## src/rtl/cpu_types_pkg.sv

```systemverilog
`default_nettype none

package cpu_types_pkg;

	// cpu-wide widths
	localparam int WORD_W = 32;
	localparam int ADDR_W = 32;

	// one instruction or data word
	typedef logic [WORD_W-1:0] word_t;

	// byte address, word aligned for fetch
	typedef logic [ADDR_W-1:0] addr_t;

	// fetch starts here out of reset
	localparam addr_t RESET_PC = '0;

endpackage

`default_nettype wire

```

## src/rtl/cache_cfg_pkg.sv

```systemverilog
`default_nettype none

package cache_cfg_pkg;

	// direct-mapped, one word per frame
	localparam int ICACHE_FRAMES = 16;

	// address split: tag | index | byte offset
	localparam int IBYT_W = 2;
	localparam int IIDX_W = $clog2(ICACHE_FRAMES);
	localparam int ITAG_W = $bits(cpu_types_pkg::addr_t) - IIDX_W - IBYT_W;

	// field types
	typedef logic [ITAG_W-1:0] itag_t;
	typedef logic [IIDX_W-1:0] iidx_t;

	// backing ram depth in words
	localparam int MEM_WORDS = 1024;

	// cycles iwait stays up on a read
	localparam int MEM_LATENCY = 4;

	// icache controller states
	typedef enum logic {
		ACCESS,
		MISS
	} icache_state_t;

endpackage

`default_nettype wire

```

## src/rtl/datapath_cache_if.sv

```systemverilog
`timescale 1ns/1ps
`default_nettype none

interface datapath_cache_if;

	// request from the fetch unit, held until ihit
	logic imemREN;
	cpu_types_pkg::addr_t imemaddr;

	// answer from the icache
	// imemload belongs to imemaddr in the ihit cycle
	logic ihit;
	cpu_types_pkg::word_t imemload;

	modport datapath (
		output imemREN,
		output imemaddr,
		input ihit,
		input imemload
	);

	modport cache (
		input imemREN,
		input imemaddr,
		output ihit,
		output imemload
	);

endinterface

`default_nettype wire

```

## src/rtl/caches_if.sv

```systemverilog
`timescale 1ns/1ps
`default_nettype none

interface caches_if;

	// read request from the icache
	// iaddr steady while iREN is up
	logic iREN;
	cpu_types_pkg::addr_t iaddr;

	// memory side, iload valid once iwait drops
	logic iwait;
	cpu_types_pkg::word_t iload;

	modport cache (
		output iREN,
		output iaddr,
		input iwait,
		input iload
	);

	modport memory (
		input iREN,
		input iaddr,
		output iwait,
		output iload
	);

endinterface

`default_nettype wire

```

## src/rtl/icache.sv

```systemverilog
`timescale 1ns/1ps
`default_nettype none

module icache (
	input logic CLK,
	input logic nRST,
	datapath_cache_if.cache dcif,
	caches_if.cache cif
);

	cache_cfg_pkg::icache_state_t state;
	cache_cfg_pkg::icache_state_t next_state;

	// frame storage
	logic [cache_cfg_pkg::ICACHE_FRAMES-1:0] valid;
	cache_cfg_pkg::itag_t tags [cache_cfg_pkg::ICACHE_FRAMES];
	cpu_types_pkg::word_t data [cache_cfg_pkg::ICACHE_FRAMES];

	// request fields
	cache_cfg_pkg::iidx_t idx;
	cache_cfg_pkg::itag_t tag;
	logic tag_hit;
	logic fill;

	// index above the byte offset, tag above the index
	assign idx = dcif.imemaddr[cache_cfg_pkg::IBYT_W +: cache_cfg_pkg::IIDX_W];
	assign tag = dcif.imemaddr[cache_cfg_pkg::IBYT_W + cache_cfg_pkg::IIDX_W
		+: cache_cfg_pkg::ITAG_W];

	// valid frame with matching tag
	assign tag_hit = valid[idx] && (tags[idx] == tag);

	// memory word arrives this cycle
	assign fill = (state == cache_cfg_pkg::MISS) && !cif.iwait;

	// hit answers combinationally, a fill answers with the memory word
	always_comb begin
		if (state == cache_cfg_pkg::ACCESS) begin
			dcif.ihit = dcif.imemREN && tag_hit;
		end else begin
			dcif.ihit = fill;
		end
	end

	// bypass the memory word during a fill
	assign dcif.imemload = fill ? cif.iload : data[idx];

	// memory read held for the whole miss
	assign cif.iREN = (state == cache_cfg_pkg::MISS);
	assign cif.iaddr = dcif.imemaddr;

	// access / miss sequencing
	always_comb begin
		next_state = state;
		case (state)
			cache_cfg_pkg::ACCESS: begin
				if (dcif.imemREN && !tag_hit) begin
					next_state = cache_cfg_pkg::MISS;
				end
			end
			cache_cfg_pkg::MISS: begin
				// back once the frame is filled
				if (!cif.iwait) begin
					next_state = cache_cfg_pkg::ACCESS;
				end
			end
			default: begin
				next_state = cache_cfg_pkg::ACCESS;
			end
		endcase
	end

	// state and valid bits
	always_ff @(posedge CLK, negedge nRST) begin
		if (!nRST) begin
			state <= cache_cfg_pkg::ACCESS;
			valid <= '0;
		end else begin
			state <= next_state;
			if (fill) begin
				valid[idx] <= 1'b1;
			end
		end
	end

	// tag and word written on fill
	always_ff @(posedge CLK) begin
		if (fill) begin
			tags[idx] <= tag;
			data[idx] <= cif.iload;
		end
	end

	// no answer without a request from fetch
	a_hit_needs_req: assert property (@(posedge CLK) disable iff (!nRST)
		dcif.ihit |-> dcif.imemREN);

	// fetch keeps its request up for the whole miss
	a_miss_needs_req: assert property (@(posedge CLK) disable iff (!nRST)
		state == cache_cfg_pkg::MISS |-> dcif.imemREN);

endmodule

`default_nettype wire

```

## src/flat_wrapper.sv

```systemverilog
// flat-port wrapper written by rule: the top's interface ports become plain ports
module icache_flat 
  (CLK, nRST, dcif_imemREN, dcif_imemaddr, dcif_ihit, dcif_imemload, cif_iREN, cif_iaddr, cif_iwait, cif_iload);
  datapath_cache_if dcif_i ();
  caches_if cif_i ();
  input logic CLK;
  input logic nRST;
  input wire logic [$bits(dcif_i.imemREN)-1:0] dcif_imemREN;
  input wire logic [$bits(dcif_i.imemaddr)-1:0] dcif_imemaddr;
  output wire logic [$bits(dcif_i.ihit)-1:0] dcif_ihit;
  output wire logic [$bits(dcif_i.imemload)-1:0] dcif_imemload;
  output wire logic [$bits(cif_i.iREN)-1:0] cif_iREN;
  output wire logic [$bits(cif_i.iaddr)-1:0] cif_iaddr;
  input wire logic [$bits(cif_i.iwait)-1:0] cif_iwait;
  input wire logic [$bits(cif_i.iload)-1:0] cif_iload;
  assign dcif_i.imemREN = dcif_imemREN;
  assign dcif_i.imemaddr = dcif_imemaddr;
  assign dcif_ihit = dcif_i.ihit;
  assign dcif_imemload = dcif_i.imemload;
  assign cif_iREN = cif_i.iREN;
  assign cif_iaddr = cif_i.iaddr;
  assign cif_i.iwait = cif_iwait;
  assign cif_i.iload = cif_iload;
  icache u_core (.CLK(CLK), .nRST(nRST), .dcif(dcif_i), .cif(cif_i));
endmodule
```

## config.mk

```make
export PLATFORM = sky130hd
export DESIGN_NAME = icache_flat
export DESIGN_NICKNAME = d
export VERILOG_FILES = /design/src/rtl/cpu_types_pkg.sv /design/src/rtl/cache_cfg_pkg.sv /design/src/rtl/datapath_cache_if.sv /design/src/rtl/caches_if.sv /design/src/rtl/icache.sv /design/src/flat_wrapper.sv
export SDC_FILE = /design/constraint.sdc
export NUM_CORES = 1
export LEC_CHECK = 0
export BUFFER_PORTS_ARGS = -buffer_cell sky130_fd_sc_hd__buf_4
export CORE_ASPECT_RATIO = 0.9
export CORE_MARGIN = 5
export CORE_UTILIZATION = 43
export DETAILED_ROUTE_END_ITERATION = 8
export HOLD_SLACK_MARGIN = 0.12
export SETUP_SLACK_MARGIN = 0.5
export SYNTH_ARGS = -nofsm -noshare
export SYNTH_HDL_FRONTEND = slang
export SYNTH_SLANG_ARGS = --single-unit
```

## constraint.sdc

```tcl
create_clock -name CLK -period 10.05 [get_ports CLK]
set_input_delay 2.01 -clock CLK [delete_from_list [all_inputs] [get_ports CLK]]
set_output_delay 2.01 -clock CLK [all_outputs]
set_load 0.02 [all_outputs]
```

# Word-level counts from Yosys, hierarchy flattened
# Memory sizes are Yosys's and may differ from the RTL's.
# Index checks and enable logic that the tools add are counted.
[op_classes]
n_addsub = 0
bitwise = 2
shifts = 0
n_lt_le_gt_ge = 2
eq_ne = 1
div = 0
n_mux = 11
reduce_logical = 7
n_mul = 0
[op_table]
columns = ["operator", "n"]
rows = [
  ["two-way mux 32 bit", 1],
  ["== test 26 bit", 1],
  ["OR 16 bit", 1],
  ["two-way mux 1 bit", 7],
  ["logical AND 1 bit", 5],
  ["< comparator 4 x 5 -> 1 bit, second input constant", 1],
  ["binary-select mux 1 bit (select 4 bit)", 1],
  ["demux 1 bit (select 4 bit)", 1],
  ["greater-or-equal comparator 4 x 1 -> 1 bit, second input constant", 1],
  ["logical NOT 1 bit", 2],
  ["case mux 1 bit (2 select lines)", 1],
  ["inverter 1 bit", 1],
]
[word_totals]
out_inout_bits = 66
ramBits = 928
rom_bits = 0
regBits = 17
latch_bits = 0
word_cells = 27
mem_count = 2
[mem_list]
columns = ["name", "words", "word_bits", "read_ports", "rd_clocked_by_memory_dff", "wr", "line", "rtl"]
rows = [
  ["u_core.data", 16, 32, 1, 0, 1, "icache.sv:17", "cpu_types_pkg::word_t data [cache_cfg_pkg::ICACHE_FRAMES];"],
  ["u_core.tags", 16, 26, 1, 0, 1, "icache.sv:16", "cache_cfg_pkg::itag_t tags [cache_cfg_pkg::ICACHE_FRAMES];"],
]

# Longest topological paths before layout
[depth]
word_depth = 7
ltp_mapped = 12

# Worst setup path after synthesis
# Ideal clock, no wire load.
[synth_timing]
path_type = "input to register"
startpoint = "input dcif_imemaddr[5]"
endpoint = "memory u_core.data[0][0] (netlist name) (enable)"
required_ns = 9.575
setup_time_ns = 0.475
cell_stages = 8
setup_slack_ns = 3.691
arrival_time_ns = 5.884
cell_sequence = "buf_4 > buf_4 > buf_4 > buf_4 > buf_2 > buf_2 > or3_1 > nor2_1"
[synth_lines]
columns = ["element", "line", "rtl"]
rows = [
  ["start, declared", "flat_wrapper.sv:9", "input wire logic [$bits(dcif_i.imemaddr)-1:0] dcif_imemaddr;"],
  ["end, declared", "icache.sv:17", ""],
]
# Straight into the memory's write port.

# Worst setup path after layout
[layout_timing]
startpoint = "input dcif_imemaddr[3]"
endpoint = "output dcif_ihit"
[layout_between]
elab_chain_cells = 5
word_cells_on_any_way = 7
[layout_lines]
columns = ["element", "line", "rtl"]
rows = [
  ["memory read (16 x 26 bit) or binary-select mux 1 bit (select 4 bit) (tied branches)", "-", ""],
  ["== test 26 bit or two-way mux 1 bit (tied branches)", "icache.sv:31", "assign tag_hit = valid[idx] && (tags[idx] == tag);"],
  ["logical AND 1 bit (*)", "icache.sv:31", ""],
  ["logical AND 1 bit (*)", "icache.sv:39", "dcif.ihit = dcif.imemREN && tag_hit;"],
  ["two-way mux 1 bit (*)", "icache.sv:38", "if (state == cache_cfg_pkg::ACCESS) begin"],
  ["end, declared", "flat_wrapper.sv:10", "output wire logic [$bits(dcif_i.ihit)-1:0] dcif_ihit;"],
]
# Mark *: on every way between the ends. The rest lies on a longest branch, timed or not. The select of a mux whose other input is x is not followed.

==> summary.txt <==
Status
  • Run status: finished clean

Detailed routing
  • # DRC: 0
  • 1st-iter DRT viols: 1788
  • Avg Vias per Cell: 5.73
  • Drt pass-1 iters: 5
  • DR vias: 17697
  • Routed WL: 88100 µm
  • DR WL/cell: 28.5 µm
  • Detail Route Antenna Nets: 0

Floorplan
  • Die width: 320 µm
  • Y dimension of the die: 289 µm
  • # IOs: 134
  • Area of the core: 86000 µm²
  • Effective utilization at floorplan: 43.3%
  • Rows: 102
  • Area enclosed by the die boundary: 92600 µm²

Placement
  • Post-DP HPWL: 45100 µm
  • Dpl cells: 2922
  • Port-buffer cells: 129
  • Final Wtd Congestion: 0.752

Power
  • Leakage power total: 13.7 nW
  • Clock share of power: 40.0%
  • Total net switching power: 0.00179 W
  • Switching Fraction: 21.7%
  • Part of the power in combinational logic: 6.8%
  • Cell area power density: 196 nW/µm²
  • Internal portion of total power: 0.00647 W
  • Post-route total power: 0.00826 W
  • Peak ir drop on the vdd network: 0.000130 V
  • Sequential share of power: 53.3%

CTS
  • H-Tree Level Count: 3
  • Clock network latency to the later pin of the worst-skew pair: 650 ps
  • TritonCTS clock tree: built
  • Hold-fix buffers at CTS: 0
  • Root cell of the clock tree: sky130_fd_sc_hd__clkbuf_16
  • Number of buffers created by CTS: 93
  • Clock transition time at the flip-flop clock pins of the worst setup and hold paths: 60 ps
  • Clock sink count: 945
  • Setup fix buffers added after clock tree synthesis: 0
  • CTS-repair resized insts: 0
  • Clock tree buffer depth: 3

Global route
  • First-pass GRT wire length: 129000 µm
  • Number of global-route vias before repair: 18543
  • Maximum number of pins on one net before global-route repair: 87
  • Antenna violations before repair: 1
  • Global router's overall resource usage: 19.0%
  • Overflow left after global routing: 0

STA
  • Highest clock frequency the design can meet: 126 MHz
  • Slew Limit Headroom: 20.8%
  • Post-layout min period: 7960 ps
  • Number of hold violations in the final report: 0
  • Post-route setup TNS: 0 ps
  • Worst hold slack: 462 ps
  • Max Slew Vio Count: 0
  • RSZ-0062 raised after global routing: no
  • Transition time at the pin with the least slew margin: 1190 ps
  • Maximum clock skew at final layout: 15.0 ps
  • Number of failing setup endpoints in the final timing report: 0
  • Share of the clock period used by the worst path after layout: 79.2%

Logic synthesis
  • Number of distinct library cells after synthesis: 56
  • Sequential area share after synthesis: 76.0%
  • Most used standard cell by instance count after synthesis: sky130_fd_sc_hd__edfxtp_1
  • Biggest area contributors in the synthesized netlist: sky130_fd_sc_hd__edfxtp_1 (75%), sky130_fd_sc_hd__mux4_2 (13%), sky130_fd_sc_hd__mux2i_1 (2.4%)
  • Average instance area after synthesis: 21.5 µm²
  • Top cell type's share of synthesized area: 74.8%
  • Synthesized netlist net count: 1803
  • Most used flip-flop cell after synthesis: sky130_fd_sc_hd__edfxtp_1
  • Async set-reset flop share out of synthesis: 1.80%
  • Warnings from Yosys: 0
  • Number of instances in the synthesized netlist: 1735
  • Number of flops mapped to enable cells by yosys: 928
  • Top post-synthesis cells by count: sky130_fd_sc_hd__edfxtp_1 (928), sky130_fd_sc_hd__mux4_2 (209), sky130_fd_sc_hd__nand2_1 (118)
  • Library cell with the largest summed area after synthesis: sky130_fd_sc_hd__edfxtp_1
  • Post-synthesis register bit count: 945
  • Post-synthesis instance area: 37200 µm²

Worst setup path
  • Crit-path max cell delay: 870 ps
  • Crit path max-delay family: buffers and inverters
  • Worst setup path class: in2out
  • Crit-path most repeated cell: sky130_fd_sc_hd__buf_4
  • CP endpoint kind: output port
  • Setup crit start kind: input port
  • Largest fanout on the critical path: 86
  • Slowest cell on crit path: sky130_fd_sc_hd__buf_4
  • Endpoint required time on the critical path: 8040 ps
  • Count of buffering cells on the critical path with inverters included: 3
  • Worst-path cell chain: clkbuf_8 -> buf_4 -> mux4_2 -> mux2i_1 -> xnor2_1 -> o41ai_2 -> nand4_1 -> nor4b_2 -> a21o_1 -> buf_4
  • Arrival time reported for the critical path endpoint: 5950 ps

Final layout
  • Count of non-filler cells in the finished layout: 3091
  • Post-Route Utilization: 49.1%
  • Antenna cell count: 0
  • Signed area change from the synthesized netlist to the final layout: 13.3%
  • Ratio of cells with drive above 1 in the final layout: 28.8%
  • Filler cell count: 6994
  • NumNets Final: 1941

Job
  • Max-cap viol count: 0

Worst hold path
  • Type of the tightest min-delay check: reg2reg
-- power by group through the flow --
stage	sequential (W)	clock, W	combinational [W]
after floorplan	0.00448	0	0.000339
after global placement	0.00448	0	0.000560
after detailed placement	0.00448	0	0.000568
after CTS	0.00440	0.00337	0.000570
after global routing	0.00440	0.00353	0.000601
final	0.00440	0.00330	0.000560
-- routing by layer --
metal | share of wire, % | vias up | wire length [µm] | GRT usage [%]
met1 | 45 | 9567 | 39600 | 27.9
met3 | 5.6 | 107 | 4910 | 3.10
met4 | 1.7 | 0 | 1540 | 4.15
li1 | - | 7443 | - | -
met5 | 0 | - | 0 | 0
met2 | 48 | 580 | 42000 | 30.4
-- stage by stage --
| step | area [µm²] | worst slack (ps) |
|---|---|---|
| floorplan | 37200 | 3690 |
| finish | 42200 | 2090 |
| global placement | 39300 | 2130 |
| CTS | 42200 | 2110 |
| detailed placement | 39300 | 2130 |
| global route | 42200 | 1920 |
-- worst register-to-register path: cells and delay by family, from the launching register on --
family	cells	cell delay, ps
and+or+nand+nor	3	1530
DFF	1	540
buffers and inverters	2	1330
-- state kept, by name (all words and copies together), names as in the netlist --
name and count:
u_core.valid 16, u_core.tags 416, u_core.data 512, u_core.cif.iREN 1
-- kinds of logic after synthesis --
| kind of cell | synth area share [%] |
|---|---|
| buffers and inverters | 2.11 |
| AO/OA/AOI/OAI | 1.81 |
| multiplexers | 16.9 |
| flip-flops | 76.0 |
| AND/OR/NAND/NOR | 2.37 |
| XOR/XNOR | 0.870 |
-- placed cells by master (no fill, tap or decap), types with 8 or more instances in the layout --
master                      instances
sky130_fd_sc_hd__o22ai_1           13
sky130_fd_sc_hd__mux2_2            26
sky130_fd_sc_hd__clkinv_2           9
sky130_fd_sc_hd__nor2b_1            8
sky130_fd_sc_hd__or2_2             17
sky130_fd_sc_hd__edfxtp_1         928
sky130_fd_sc_hd__mux4_2           209
sky130_fd_sc_hd__a22oi_1           24
sky130_fd_sc_hd__buf_4            160
sky130_fd_sc_hd__a221oi_1          10
sky130_fd_sc_hd__mux4_1            15
sky130_fd_sc_hd__xor2_1            11
sky130_fd_sc_hd__clkinv_1          23
sky130_fd_sc_hd__clkbuf_16         95
sky130_fd_sc_hd__clkbuf_1          25
sky130_fd_sc_hd__xnor2_1           26
sky130_fd_sc_hd__mux2i_1           88
sky130_fd_sc_hd__nand2_1          118
sky130_fd_sc_hd__dfrtp_1           17
sky130_fd_sc_hd__o21ai_0            9
sky130_fd_sc_hd__inv_1             10
sky130_fd_sc_hd__nor2_4            16
-- layout make-up --
| cell class | instances | area (µm²) | area share, % |
|---|---|---|---|
| Sequential cell | 945 | 28300 | 67.0 |
| Multi-Input combinational cell | 659 | 8290 | 19.6 |
| Clock inverter | 43 | 342 | 0.809 |
| Timing Repair Buffer | 164 | 1260 | 2.99 |
| Clock buffer | 126 | 2550 | 6.05 |
| Inverter | 10 | 37.5 | 0.0889 |
| Tap cell | 1144 | 1430 | 3.39 |
-- worst paths after layout --
path                             startpoint                  end  slack (ps)  cells after the start
max reg2reg                 u_core.cif.iREN  u_core.data[13][16]        6230                      5
min                         u_core.valid[9]      u_core.valid[9]         460                      1
min reg2reg                 u_core.valid[9]      u_core.valid[9]         460                      1
max                        dcif_imemaddr[3]            dcif_ihit        2090                     10
min in group asynchronous              nRST      u_core.cif.iREN        1230                      1
max in group asynchronous              nRST     u_core.valid[14]        8620                      1
Note: power is estimated with default switching activity, not from simulation.
