File: src/rtl/cpu_types_pkg.sv
`default_nettype none

package cpu_types_pkg;

	// cpu-wide widths
	localparam int WORD_W = 32;
	localparam int ADDR_W = 32;

	// one instruction or data word
	typedef logic [WORD_W-1:0] word_t;

	// byte address, word aligned for fetch
	typedef logic [ADDR_W-1:0] addr_t;

	// fetch starts here out of reset
	localparam addr_t RESET_PC = '0;

endpackage

`default_nettype wire

File: src/rtl/datapath_cache_if.sv
`timescale 1ns/1ps
`default_nettype none

interface datapath_cache_if;

	// request from the fetch unit, held until ihit
	logic imemREN;
	cpu_types_pkg::addr_t imemaddr;

	// answer from the icache
	// imemload belongs to imemaddr in the ihit cycle
	logic ihit;
	cpu_types_pkg::word_t imemload;

	modport datapath (
		output imemREN,
		output imemaddr,
		input ihit,
		input imemload
	);

	modport cache (
		input imemREN,
		input imemaddr,
		output ihit,
		output imemload
	);

endinterface

`default_nettype wire

File: src/rtl/fetch_unit.sv
`timescale 1ns/1ps
`default_nettype none

module fetch_unit (
	input logic CLK,
	input logic nRST,
	input logic fetch_en,
	input logic branch,
	input cpu_types_pkg::addr_t branch_target,
	datapath_cache_if.datapath dcif,
	output cpu_types_pkg::word_t instr,
	output cpu_types_pkg::addr_t instr_pc,
	output logic instr_valid
);

	cpu_types_pkg::addr_t pc;
	cpu_types_pkg::addr_t pc_next;
	cpu_types_pkg::addr_t target_al;
	cpu_types_pkg::addr_t redir_pc;
	logic req_q;
	logic redir_pend;
	logic take;

	// targets forced onto a word boundary
	assign target_al = branch_target & ~cpu_types_pkg::addr_t'(3);

	// outstanding request answered this cycle
	assign take = req_q && dcif.ihit;

	// request straight from the pc
	assign dcif.imemREN = req_q;
	assign dcif.imemaddr = pc;

	// next pc select
	always_comb begin
		pc_next = pc;
		if (branch && (take || !req_q)) begin
			// nothing in flight or it finishes now
			pc_next = target_al;
		end else if (take) begin
			if (redir_pend) begin
				pc_next = redir_pc;
			end else begin
				pc_next = pc + cpu_types_pkg::addr_t'(4);
			end
		end
	end

	// control state
	always_ff @(posedge CLK, negedge nRST) begin
		if (!nRST) begin
			pc <= cpu_types_pkg::RESET_PC;
			req_q <= 1'b0;
			redir_pend <= 1'b0;
			instr_valid <= 1'b0;
		end else begin
			pc <= pc_next;
			instr_valid <= take;
			// new request only once the old one is done
			if (take || !req_q) begin
				req_q <= fetch_en;
			end
			// branch during an unanswered request waits
			if (take) begin
				redir_pend <= 1'b0;
			end else if (branch && req_q) begin
				redir_pend <= 1'b1;
			end
		end
	end

	// redirect target and output word
	always_ff @(posedge CLK) begin
		if (branch) begin
			redir_pc <= target_al;
		end
		if (take) begin
			instr <= dcif.imemload;
			instr_pc <= pc;
		end
	end

	// fetch addresses always word aligned
	a_pc_aligned: assert property (@(posedge CLK) disable iff (!nRST)
		dcif.imemaddr[1:0] == 2'b00);

	// request held steady until the cache answers
	a_req_stable: assert property (@(posedge CLK) disable iff (!nRST)
		dcif.imemREN && !dcif.ihit |=> dcif.imemREN && $stable(dcif.imemaddr));

endmodule

`default_nettype wire

File: src/flat_wrapper.sv
// flat-port wrapper written by rule: the top's interface ports become plain ports
module fetch_unit_flat 
  (CLK, nRST, fetch_en, branch, branch_target, instr, instr_pc, instr_valid, dcif_imemREN, dcif_imemaddr, dcif_ihit, dcif_imemload);
  datapath_cache_if dcif_i ();
  input logic CLK;
  input logic nRST;
  input logic fetch_en;
  input logic branch;
  input cpu_types_pkg::addr_t branch_target;
  output cpu_types_pkg::word_t instr;
  output cpu_types_pkg::addr_t instr_pc;
  output logic instr_valid;
  output wire logic [$bits(dcif_i.imemREN)-1:0] dcif_imemREN;
  output wire logic [$bits(dcif_i.imemaddr)-1:0] dcif_imemaddr;
  input wire logic [$bits(dcif_i.ihit)-1:0] dcif_ihit;
  input wire logic [$bits(dcif_i.imemload)-1:0] dcif_imemload;
  assign dcif_imemREN = dcif_i.imemREN;
  assign dcif_imemaddr = dcif_i.imemaddr;
  assign dcif_i.ihit = dcif_ihit;
  assign dcif_i.imemload = dcif_imemload;
  fetch_unit u_core (.CLK(CLK), .nRST(nRST), .fetch_en(fetch_en), .branch(branch), .branch_target(branch_target), .dcif(dcif_i), .instr(instr), .instr_pc(instr_pc), .instr_valid(instr_valid));
endmodule
File: config.mk
export PLATFORM = sky130hd
export DESIGN_NAME = fetch_unit_flat
export DESIGN_NICKNAME = d
export VERILOG_FILES = /design/src/rtl/cpu_types_pkg.sv /design/src/rtl/datapath_cache_if.sv /design/src/rtl/fetch_unit.sv /design/src/flat_wrapper.sv
export SDC_FILE = /design/constraint.sdc
export NUM_CORES = 1
export LEC_CHECK = 0
export CAP_MARGIN = 20
export CORE_UTILIZATION = 54
export DETAILED_ROUTE_END_ITERATION = 7
export DONT_BUFFER_PORTS = 1
export GPL_TIMING_DRIVEN = 0
export PLACE_DENSITY = 0.71
export SETUP_SLACK_MARGIN = 0.05
export SLEW_MARGIN = 20
export SYNTH_ARGS = -nofsm -noshare
export SYNTH_HDL_FRONTEND = slang
export SYNTH_SLANG_ARGS = --single-unit
File: constraint.sdc
create_clock -name CLK -period 6.4 [get_ports CLK]
set_input_delay 1.28 -clock CLK [delete_from_list [all_inputs] [get_ports CLK]]
set_output_delay 1.28 -clock CLK [all_outputs]
set_load 0.01 [all_outputs]
# Word level (Yosys, flattened, before mapping)
# Cells that the tools add are included.
word_totals:
  register_bits: 129
  latchBits: 0
  mem_bits_rw: 0
  mem_bits_ro: 0
  in_bits: 69
  out_inout_bits: 98
  elab_cells: 20
  mem_count: 0
classes:
  add_sub_neg: 1
  n_mul: 0
  div: 0
  order_cmp: 0
  eq_ne: 0
  shifts: 0
  mux: 5
  n_bitwise: 0
  reduce_logical: 7
op_table:
  columns: ["operator", "n"]
  rows:
  - ["$mux 32", 3]
  - ["$add 32x3->32 const B", 1]
  - ["$reduce_bool 2->1", 2]
  - ["$logic_and 1x1->1", 3]
  - ["$mux 1", 2]
  - ["$logic_not 1->1", 1]
  - ["$logic_or 1x1->1", 1]

# Longest topological paths before layout
# Gate-level depths: netlist of run 1.
logic_depth:
  word_depth: 4
  ltp_mapped: 7
  depth_no_buf: 6

# Worst setup path before layout of run 1
# OpenSTA, ideal clock, no wires.
synth_timing:
  kind: "in2reg"
  start: "in dcif_ihit"
  end: "reg u_core.pc[19], in the netlist u_core.dcif.imemaddr[19]"
  setup_time_ps: 82
  arrival_ps: 3340
  path_slack_ps: 2978
  stages: 6
  path_cell_list: "buf_2 -> nand2_1 -> inv_1 -> and3_1 -> a21oi_1 -> a31oi_1"
synth_between:
  elab_chain_cells: 4
synth_rtl:
  columns: ["item", "line", "rtl"]
  rows:
  - ["start: declaration", "flat_wrapper.sv:15", "input wire logic [$bits(dcif_i.ihit)-1:0] dcif_ihit;"]
  - ["$logic_and 1x1->1 (*)", "fetch_unit.sv:28", "assign take = req_q && dcif.ihit;"]
  - ["named net u_core.take", "fetch_unit.sv:22", "logic take;"]
  - ["$logic_or 1x1->1", "fetch_unit.sv:37", "if (branch && (take || !req_q)) begin"]
  - ["$logic_and 1x1->1", "fetch_unit.sv:37", null]
  - ["$mux 32 / $reduce_bool 2->1 (equally long branches)", null, null]
  - ["end signal: assignment", "fetch_unit.sv:52", "pc <= cpu_types_pkg::RESET_PC;"]
  - ["end signal: assignment", "fetch_unit.sv:57", "pc <= pc_next;"]
  - ["end: declaration", "fetch_unit.sv:16", "cpu_types_pkg::addr_t pc;"]
# The timed path passes the listed nets; every way through them passes the cells marked *.
# A chain may end at the register's enable or synchronous reset.

# Worst setup path after layout of run 1
layout_timing:
  start: "in dcif_ihit"
  end: "reg u_core.pc[20], in the netlist u_core.dcif.imemaddr[20]"
layout_between:
  elab_chain_cells: 4
layout_rtl:
  columns: ["item", "line"]
  rows:
  - ["$logic_and 1x1->1 (*)", "fetch_unit.sv:28"]
  - ["$logic_or 1x1->1", "fetch_unit.sv:37"]
  - ["$logic_and 1x1->1", "fetch_unit.sv:37"]
  - ["$mux 32 / $reduce_bool 2->1 (equally long branches)", null]
# Mark *: on every way between the ends. The rest lies on a longest branch, timed or not.

==> flow_summary.toml, run 1 <==
[synth]
post_synth_fa_ha_maj_area_fraction_pct = 0.235
post_synth_instance_area_sq_um = 5320
synth.area.mux_share_pct = 2.70
synthArstFlopShare_pct = 26.4
synth_simple_gate_area_share_pct = 12.4
post_synth_inst_count = 399
synth_flop_cell = "sky130_fd_sc_hd__edfxtp_1"
synth-seq-cells = 125
synth_enable_flop_cells = 92
post_synth_xor_area_fraction_pct = 2.96
dominant_combinational_cell_family_by_area_after_synthesis = "simple AND/OR/NAND/NOR gates"
ys.warnings.count = 0
synth_compound_area_share_pct = 11.2
mean_area_per_synthesized_cell_sq_um = 13.3
yosysUniqueCellTypes = 55
synth-seq-area-share_pct = 67.4

[worst_setup_path]
timing.critical_path.slowest_cell_delay_ps = 390
crit_fanout = 10
worstPathRequired_ps = 6780
crit_chain = "buf_2 > nand2b_1 > clkbuf_1 > o21ai_1 > clkbuf_1 > a221oi_1 > o21ai_0"
critical_path.most_common_cell = "sky130_fd_sc_hd__clkbuf_1"
critical_path.top_delay_family = "buffers and inverters"
launching_element_of_the_worst_setup_path = "dcif_ihit"
cpMaxStageDelayCell = "sky130_fd_sc_hd__o21ai_1"
reg2reg_from = "u_core.dcif.imemaddr[7]"
timing_worst_setup_path_type = "primary input to flop"
critPathCaptureType = "flop"
critPathLaunchType = "primary input"
critical_path_arrival_ps = 3220
critical_path.n_buffers_inverters = 3

[routing]
via_count = 3588
drc_errors = 0
drt.antenna.violating_nets = 0
firstDrtPassIters = 6
top_layer_used = "met4"
drt_wl_total_um = 13200
detail_route.wirelength.met1_um = 5160
avgRoutedWirePerCell_um = 23.4
wl_met2_um = 6340
detail_route.iter0.violations = 254
routed_length_on_met3_um = 1390
avgViaCountPerCell = 6.36

[finish]
post_route_cells_drive_above_1_share_pct = 12.4
final.fill_count = 671
layout.core_utilization_pct = 65.0
n_antenna_cell = 0
synthToLayoutAreaGrowth_pct = 14.9
commonest_non_fill_non_tap_cell_in_the_layout = "sky130_fd_sc_hd__edfxtp_1"
layout.cells.most_common_list = "sky130_fd_sc_hd__edfxtp_1, sky130_fd_sc_hd__dfrtp_1, sky130_fd_sc_hd__nand2_1, sky130_fd_sc_hd__o21ai_0, sky130_fd_sc_hd__a21oi_1"
fin_nets = 492

[pwr]
pwr_density_cell_nw_per_um2 = 370
power.share.combinational_pct = 9.0
fin_total_pwr_uw = 2260
static_leakage_power_uw = 0.00219
switching_share_pct = 26.9
irDropWorstVdd_v = 0.000166
power_switching_uw = 609
seq_power_share_pct = 48.2
internal_power_uw = 1650
power_frac_clock_pct = 42.8

[die]
design.die.area_sq_um = 10300
floorplan.rows = 35
core_box_area_sq_um = 9420
design.portCount = 167
floorplan.initialDensity_pct = 56.5
die_w_um = 101
die_ht_um = 101

[global_route]
grt_usage_pct = 26.6
grt_antenna_before_repair = 0
largest_net_degree_at_the_start_of_global_routing = 41
gr-total-overflow = 0
first_global_vias = 3570
first_pass_grt_wire_length_um = 20000

[sta]
final.setup.tns_ps = 0
min_period_over_period_pct = 44.4
fin_crit_ps = 2840
report.final.setup_viol = 0
final_clock_skew_ps = 8.12
maxSlewViolCount = 0
worst_pin_slew_ps = 902
fmaxAchievable_ghz = 0.352
fin_ws_ps = 3560
hold_violations = 0
grt_setup_unrepaired = "no"
max_slew_margin_pct = 39.3

[cts]
clock_insertion_delay_worst_skew_ps = 510
maximum_count_of_clock_buffers_along_a_single_path = 2
clkSlewWorstSetupHoldPaths_ps = 60
post_cts_resized = 0
htreeDepth = 4
cts-buffers-inserted = 17
clock_sinks = 125
clock_tree_from_tritoncts = "yes"
ctsHoldBuffers = 0
clockRootBuffer = "sky130_fd_sc_hd__clkbuf_8"
postCtsSetupRepairBufs = 0

[placement]
post-place-ws_ps = 3090
post-dp-hpwl_um = 8670
buffer_ports.inserted = 0
routabilityCongestion = 0.861

[hold_path]
holdCritPathClass = "primary input to asynchronous set/reset pin"

[run]
maxCapViolCount = 0

[run_status]
run_status = "finished, final reports clean"
[stage by stage]
| stage | cell area, sq um | hold slack, ps | std cells |
|---|---|---|---|
| 3_3_place_gp | 5500 | 469 | 531 |
| 6_report | 6120 | 458 | 564 |
| 3_5_place_dp | 5520 | 476 | 532 |
| 4_1_cts | 6120 | 446 | 564 |
| 5_1_grt | 6120 | 427 | 564 |
| 2_1_floorplan | 5340 | 454 | 402 |
[Yosys cell counts, drive strengths merged (2+ instances only)]
cell     n  area share, %
mux2     3           0.63
mux2i   11            2.1
a311o    2           0.38
edfxtp  92             52
buf     10            1.2
clkinv   2           0.14
nand2   31            2.2
nor2b    2           0.23
o211ai   4           0.56
o21ai   22            2.1
clkbuf  16            1.1
nor2     9           0.63
nand3b   5           0.71
a221o    2           0.38
a221oi   8            1.4
a21oi   18            1.7
nor3     6           0.56
inv      8           0.56
dfrtp   33             16
o221a    3           0.63
nand4   12            1.6
o221ai   2           0.33
nand3   15            1.4
and4     2           0.33
a31oi    3           0.35
o22ai   12            1.4
and3     7           0.82
o31ai    2           0.28
nor4    14            2.3
xor2     7            1.2
xnor2   11            1.8
nand2b   8           0.94
o21a     3           0.42
[power by group through the flow]
stage	Sequential (uW)	Combinational [uW]	Clock (uW)
CTS	1090	202	983
global route	1100	227	1020
floorplan	1080	156	0
global placement	1110	190	0
detailed placement	1110	199	0
finish	1090	204	968
[logic make-up after synthesis]
| kind of cell | count (synthesis) |
|---|---|
| compound gates | 89 |
| xor+xnor | 18 |
| fa+ha+maj | 1 |
| buf+inv | 36 |
| flops | 125 |
| mux | 14 |
| other cells | 1 |
| simple gates | 115 |
[state kept, by name (all words and copies together) (netlist names)]
| name | count |
|---|---|
| u_core.instr_valid | 1 |
| u_core.dcif.imemaddr | 30 |
| u_core.instr | 32 |
| u_core.dcif.imemREN | 1 |
| u_core.redir_pend | 1 |
| u_core.instr_pc | 30 |
| u_core.redir_pc | 30 |
[layout make-up]
| cell class | instances | area [sq um] | share of cell area, % |
|---|---|---|---|
| Buffer | 26 | 123 | 2.00 |
| Clock buffer | 18 | 418 | 6.83 |
| Clock inverter | 14 | 183 | 2.99 |
| Inverter | 10 | 40.0 | 0.654 |
| Multi-Input combinational cell | 241 | 1590 | 25.9 |
| Sequential cell | 125 | 3590 | 58.6 |
| Tap cell | 129 | 161 | 2.64 |
| Timing Repair Buffer | 1 | 20.0 | 0.327 |
[worst paths after layout]
path                            depth (start not counted)  slack [ps]                       end
worst min-delay path                                    0         460  u_core.dcif.imemaddr[23]
worst max register to register                          6        3760  u_core.dcif.imemaddr[21]
worst max-delay path                                    7        3560  u_core.dcif.imemaddr[20]
min in group CLK                                        2         480  u_core.dcif.imemaddr[29]
max in group asynchronous                               0        5850  u_core.dcif.imemaddr[11]
worst min register to register                          2         480  u_core.dcif.imemaddr[29]
[worst register-to-register path, cell delays in order, from the launching register on]
cell	delay, ps
sky130_fd_sc_hd__dfrtp_1	540
sky130_fd_sc_hd__nand4_1	200
sky130_fd_sc_hd__clkbuf_1	250
sky130_fd_sc_hd__nor4_1	830
sky130_fd_sc_hd__nand4_1	240
sky130_fd_sc_hd__xor2_1	200
sky130_fd_sc_hd__a221oi_1	280
[per-layer routing]
| layer | GRT usage, % | vias up |
|---|---|---|
| li1 | - | 1594 |
| met1 | 32.4 | 1735 |
| met2 | 43.1 | 231 |
| met3 | 9.94 | 28 |
| met4 | 10.7 | 0 |
| met5 | 0 | - |
Power figures use the tool's default switching activity.
==> inputs of run 2 (changes only) <==
--- a/config.mk
+++ b/config.mk
@@ -10,7 +10,7 @@
 export DETAILED_ROUTE_END_ITERATION = 7
 export DONT_BUFFER_PORTS = 1
 export GPL_TIMING_DRIVEN = 0
-export PLACE_DENSITY = 0.71
+export PLACE_DENSITY = 0.74
 export SETUP_SLACK_MARGIN = 0.05
 export SLEW_MARGIN = 20
 export SYNTH_ARGS = -nofsm -noshare
==> constraint.sdc (replaced) <==
create_clock -name CLK -period 2.6 [get_ports CLK]
set_input_delay 0.52 -clock CLK [delete_from_list [all_inputs] [get_ports CLK]]
set_output_delay 0.52 -clock CLK [all_outputs]
set_load 0.01 [all_outputs]
==> run 2 against run 1 <==
Compared with the run above:
- cell count grew 0.71%
- die area is the same
- hold slack lost 370 ps
- non-clock buffer count grew 4
- global-route usage grew 0.12 points
- cell area grew 0.31%
- critical endpoint is now u_core.dcif.imemaddr[28]
- worst setup slack lost 3300 ps
- largest power group unchanged
- critical path type is now flop to flop
- via count grew 0.42%
- sequential cell count is the same
- sequential power grew 150%
- clock power grew 130%
- largest cell class unchanged
==> flow_summary.toml, run 2 (synthesis gave the netlist of run 1 again) <==
[run_status]
run_status = "finished, final reports clean"

[finish]
layout.core_utilization_pct = 65.2
largest_register_ffs = 32
synthToLayoutAreaGrowth_pct = 15.3
n_antenna_cell = 0
post_route_cells_drive_above_1_share_pct = 13.7
number_of_cells_in_the_finished_layout_apart_from_fillers = 568
commonest_non_fill_non_tap_cell_in_the_layout = "sky130_fd_sc_hd__edfxtp_1"
layout.cells.most_common_list = "sky130_fd_sc_hd__edfxtp_1, sky130_fd_sc_hd__dfrtp_1, sky130_fd_sc_hd__nand2_1, sky130_fd_sc_hd__o21ai_0, sky130_fd_sc_hd__a21oi_1"
largest_register = "u_core.instr"
fin_nets = 496

[cts]
cts-buffers-inserted = 17
maximum_count_of_clock_buffers_along_a_single_path = 2
clock_sinks = 125
clock_tree_from_tritoncts = "yes"
clockRootBuffer = "sky130_fd_sc_hd__clkbuf_8"
htreeDepth = 4
clock_insertion_delay_worst_skew_ps = 520
clkSlewWorstSetupHoldPaths_ps = 60

[global_route]
largest_net_degree_at_the_start_of_global_routing = 42
first_pass_grt_wire_length_um = 19900
gr-total-overflow = 0
grt_usage_pct = 26.8
grt_antenna_before_repair = 0
first_global_vias = 3568

[sta]
final.setup.tns_ps = 0
final_clock_skew_ps = 6.90
maxSlewViolCount = 0
report.final.setup_viol = 0
fmaxAchievable_ghz = 0.423
grt_setup_unrepaired = "no"
worst_hold_slack_ps = 91.2
hold_violations = 0
max_slew_margin_pct = 53.3
fin_crit_ps = 2360
min_period_over_period_pct = 90.9
worst_pin_slew_ps = 701
fin_ws_ps = 238

[hold_path]
holdCritPathClass = "primary input to flop"
min-delay-start = "branch_target[24]"
hold_depth = 0
hold_path_end = "u_core.redir_pc[24]"

[die]
design.die.area_sq_um = 10300
design.portCount = 167
floorplan.initialDensity_pct = 56.5
die_w_um = 101
core_box_area_sq_um = 9420
floorplan.rows = 35
die_ht_um = 101

[routing]
drt_wl_total_um = 13100
detail_route.iter0.violations = 260
top_layer_used = "met4"
avgViaCountPerCell = 6.34
detail_route.wirelength.met1_um = 5150
via_count = 3603
routed_length_on_met3_um = 1420
drc_errors = 0
drt.antenna.violating_nets = 0
avgRoutedWirePerCell_um = 23.0
wl_met2_um = 6200
firstDrtPassIters = 5

[pwr]
pwr_density_cell_nw_per_um2 = 886
irDropWorstVdd_v = 0.000497
static_leakage_power_uw = 0.00219

[run]
maxCapViolCount = 0

[worst_setup_path]
reg2reg_from = "u_core.dcif.imemaddr[7]"
critPathLaunchType = "flop"
worstPathRequired_ps = 3000
critical_path_arrival_ps = 2760
critPathCaptureType = "flop"
worstRegToRegCells = 6
setup.reg_to_reg.worst_slack_ps = 240
reg2reg_to = "u_core.dcif.imemaddr[28]"
crit_fanout = 10
timing_worst_setup_path_type = "flop to flop"

[placement]
post-dp-hpwl_um = 8650
post-place-cells = 532
routabilityCongestion = 0.887
post-place-ws_ps = 68.9
buffer_ports.inserted = 0
-- run 2: cell count changes in the layout (fill, tap and decap cells not counted), sizes merged --
| cell | before | now |
|---|---|---|
| buf | 11 | 14 |
| clkinv | 6 | 8 |
| dlygate4sd3 | 0 | 1 |
| clkinvlp | 1 | 5 |
| bufinv | 3 | 2 |
| inv | 14 | 9 |
-- run 2: final cells by class --
class / instances / area, sq um
Buffer: 26 / 123
Clock buffer: 18 / 418
Clock inverter: 14 / 145
Fill cell: 693 / 3280
Inverter: 10 / 41.3
Multi-Input combinational cell: 241 / 1600
Sequential cell: 125 / 3590
Tap cell: 129 / 161
Timing Repair Buffer: 5 / 65.1
-- run 2: critical path: stages, from the launching register on --
cell and delay, ps:
sky130_fd_sc_hd__dfrtp_1 540, sky130_fd_sc_hd__nand4_1 180, sky130_fd_sc_hd__clkbuf_1 260, sky130_fd_sc_hd__nor4_2 580, sky130_fd_sc_hd__nand4_1 200, sky130_fd_sc_hd__mux2i_1 150, sky130_fd_sc_hd__a311o_1 320
-- run 2: power breakdown --
part           switching, uW  leakage [uW]  internal (uW)
Combinational            316      0.000644            205
Sequential               295       0.00128           2390
Clock                    869      0.000267           1360
-- run 2: worst max-delay path by stage --
stage,end,from,depth (start not counted),slack (ps)
after floorplan,u_core.dcif.imemaddr[19],dcif_ihit,6,120
after global placement,u_core.dcif.imemaddr[19],dcif_ihit,6,-360
after detailed placement,u_core.dcif.imemaddr[28],u_core.dcif.imemaddr[7],6,70
after CTS,u_core.dcif.imemaddr[18],u_core.dcif.imemaddr[3],6,100
after global routing,u_core.dcif.imemaddr[21],u_core.dcif.imemaddr[7],6,70
final,u_core.dcif.imemaddr[28],u_core.dcif.imemaddr[7],6,240
-- run 2: repair_timing --
| item | 4_1_cts | 5_1_grt |
|---|---|---|
| hold buffers | 2 | 0 |
| cloned | 0 | 0 |
| endpoints found under the hold margin | 33 | 0 |
| setup buffers | 0 | 2 |
| setup endpoints to repair | 1 | 10 |
| gates resized for setup | 1 | 1 |
-- run 2: per-layer routing --
metal	GRT usage, %	vias to the layer above
met4	12.0	0
met2	41.8	254
met3	11.2	35
met5	0	-
li1	-	1596
met1	32.5	1718
-- run 2: per-stage QoR --
step | total power, uW | area, sq um
finish | 5440 | 6140
global route | 5640 | 6140
CTS | 5460 | 6120
detailed placement | 3210 | 5520
global placement | 3190 | 5500
floorplan | 3030 | 5340
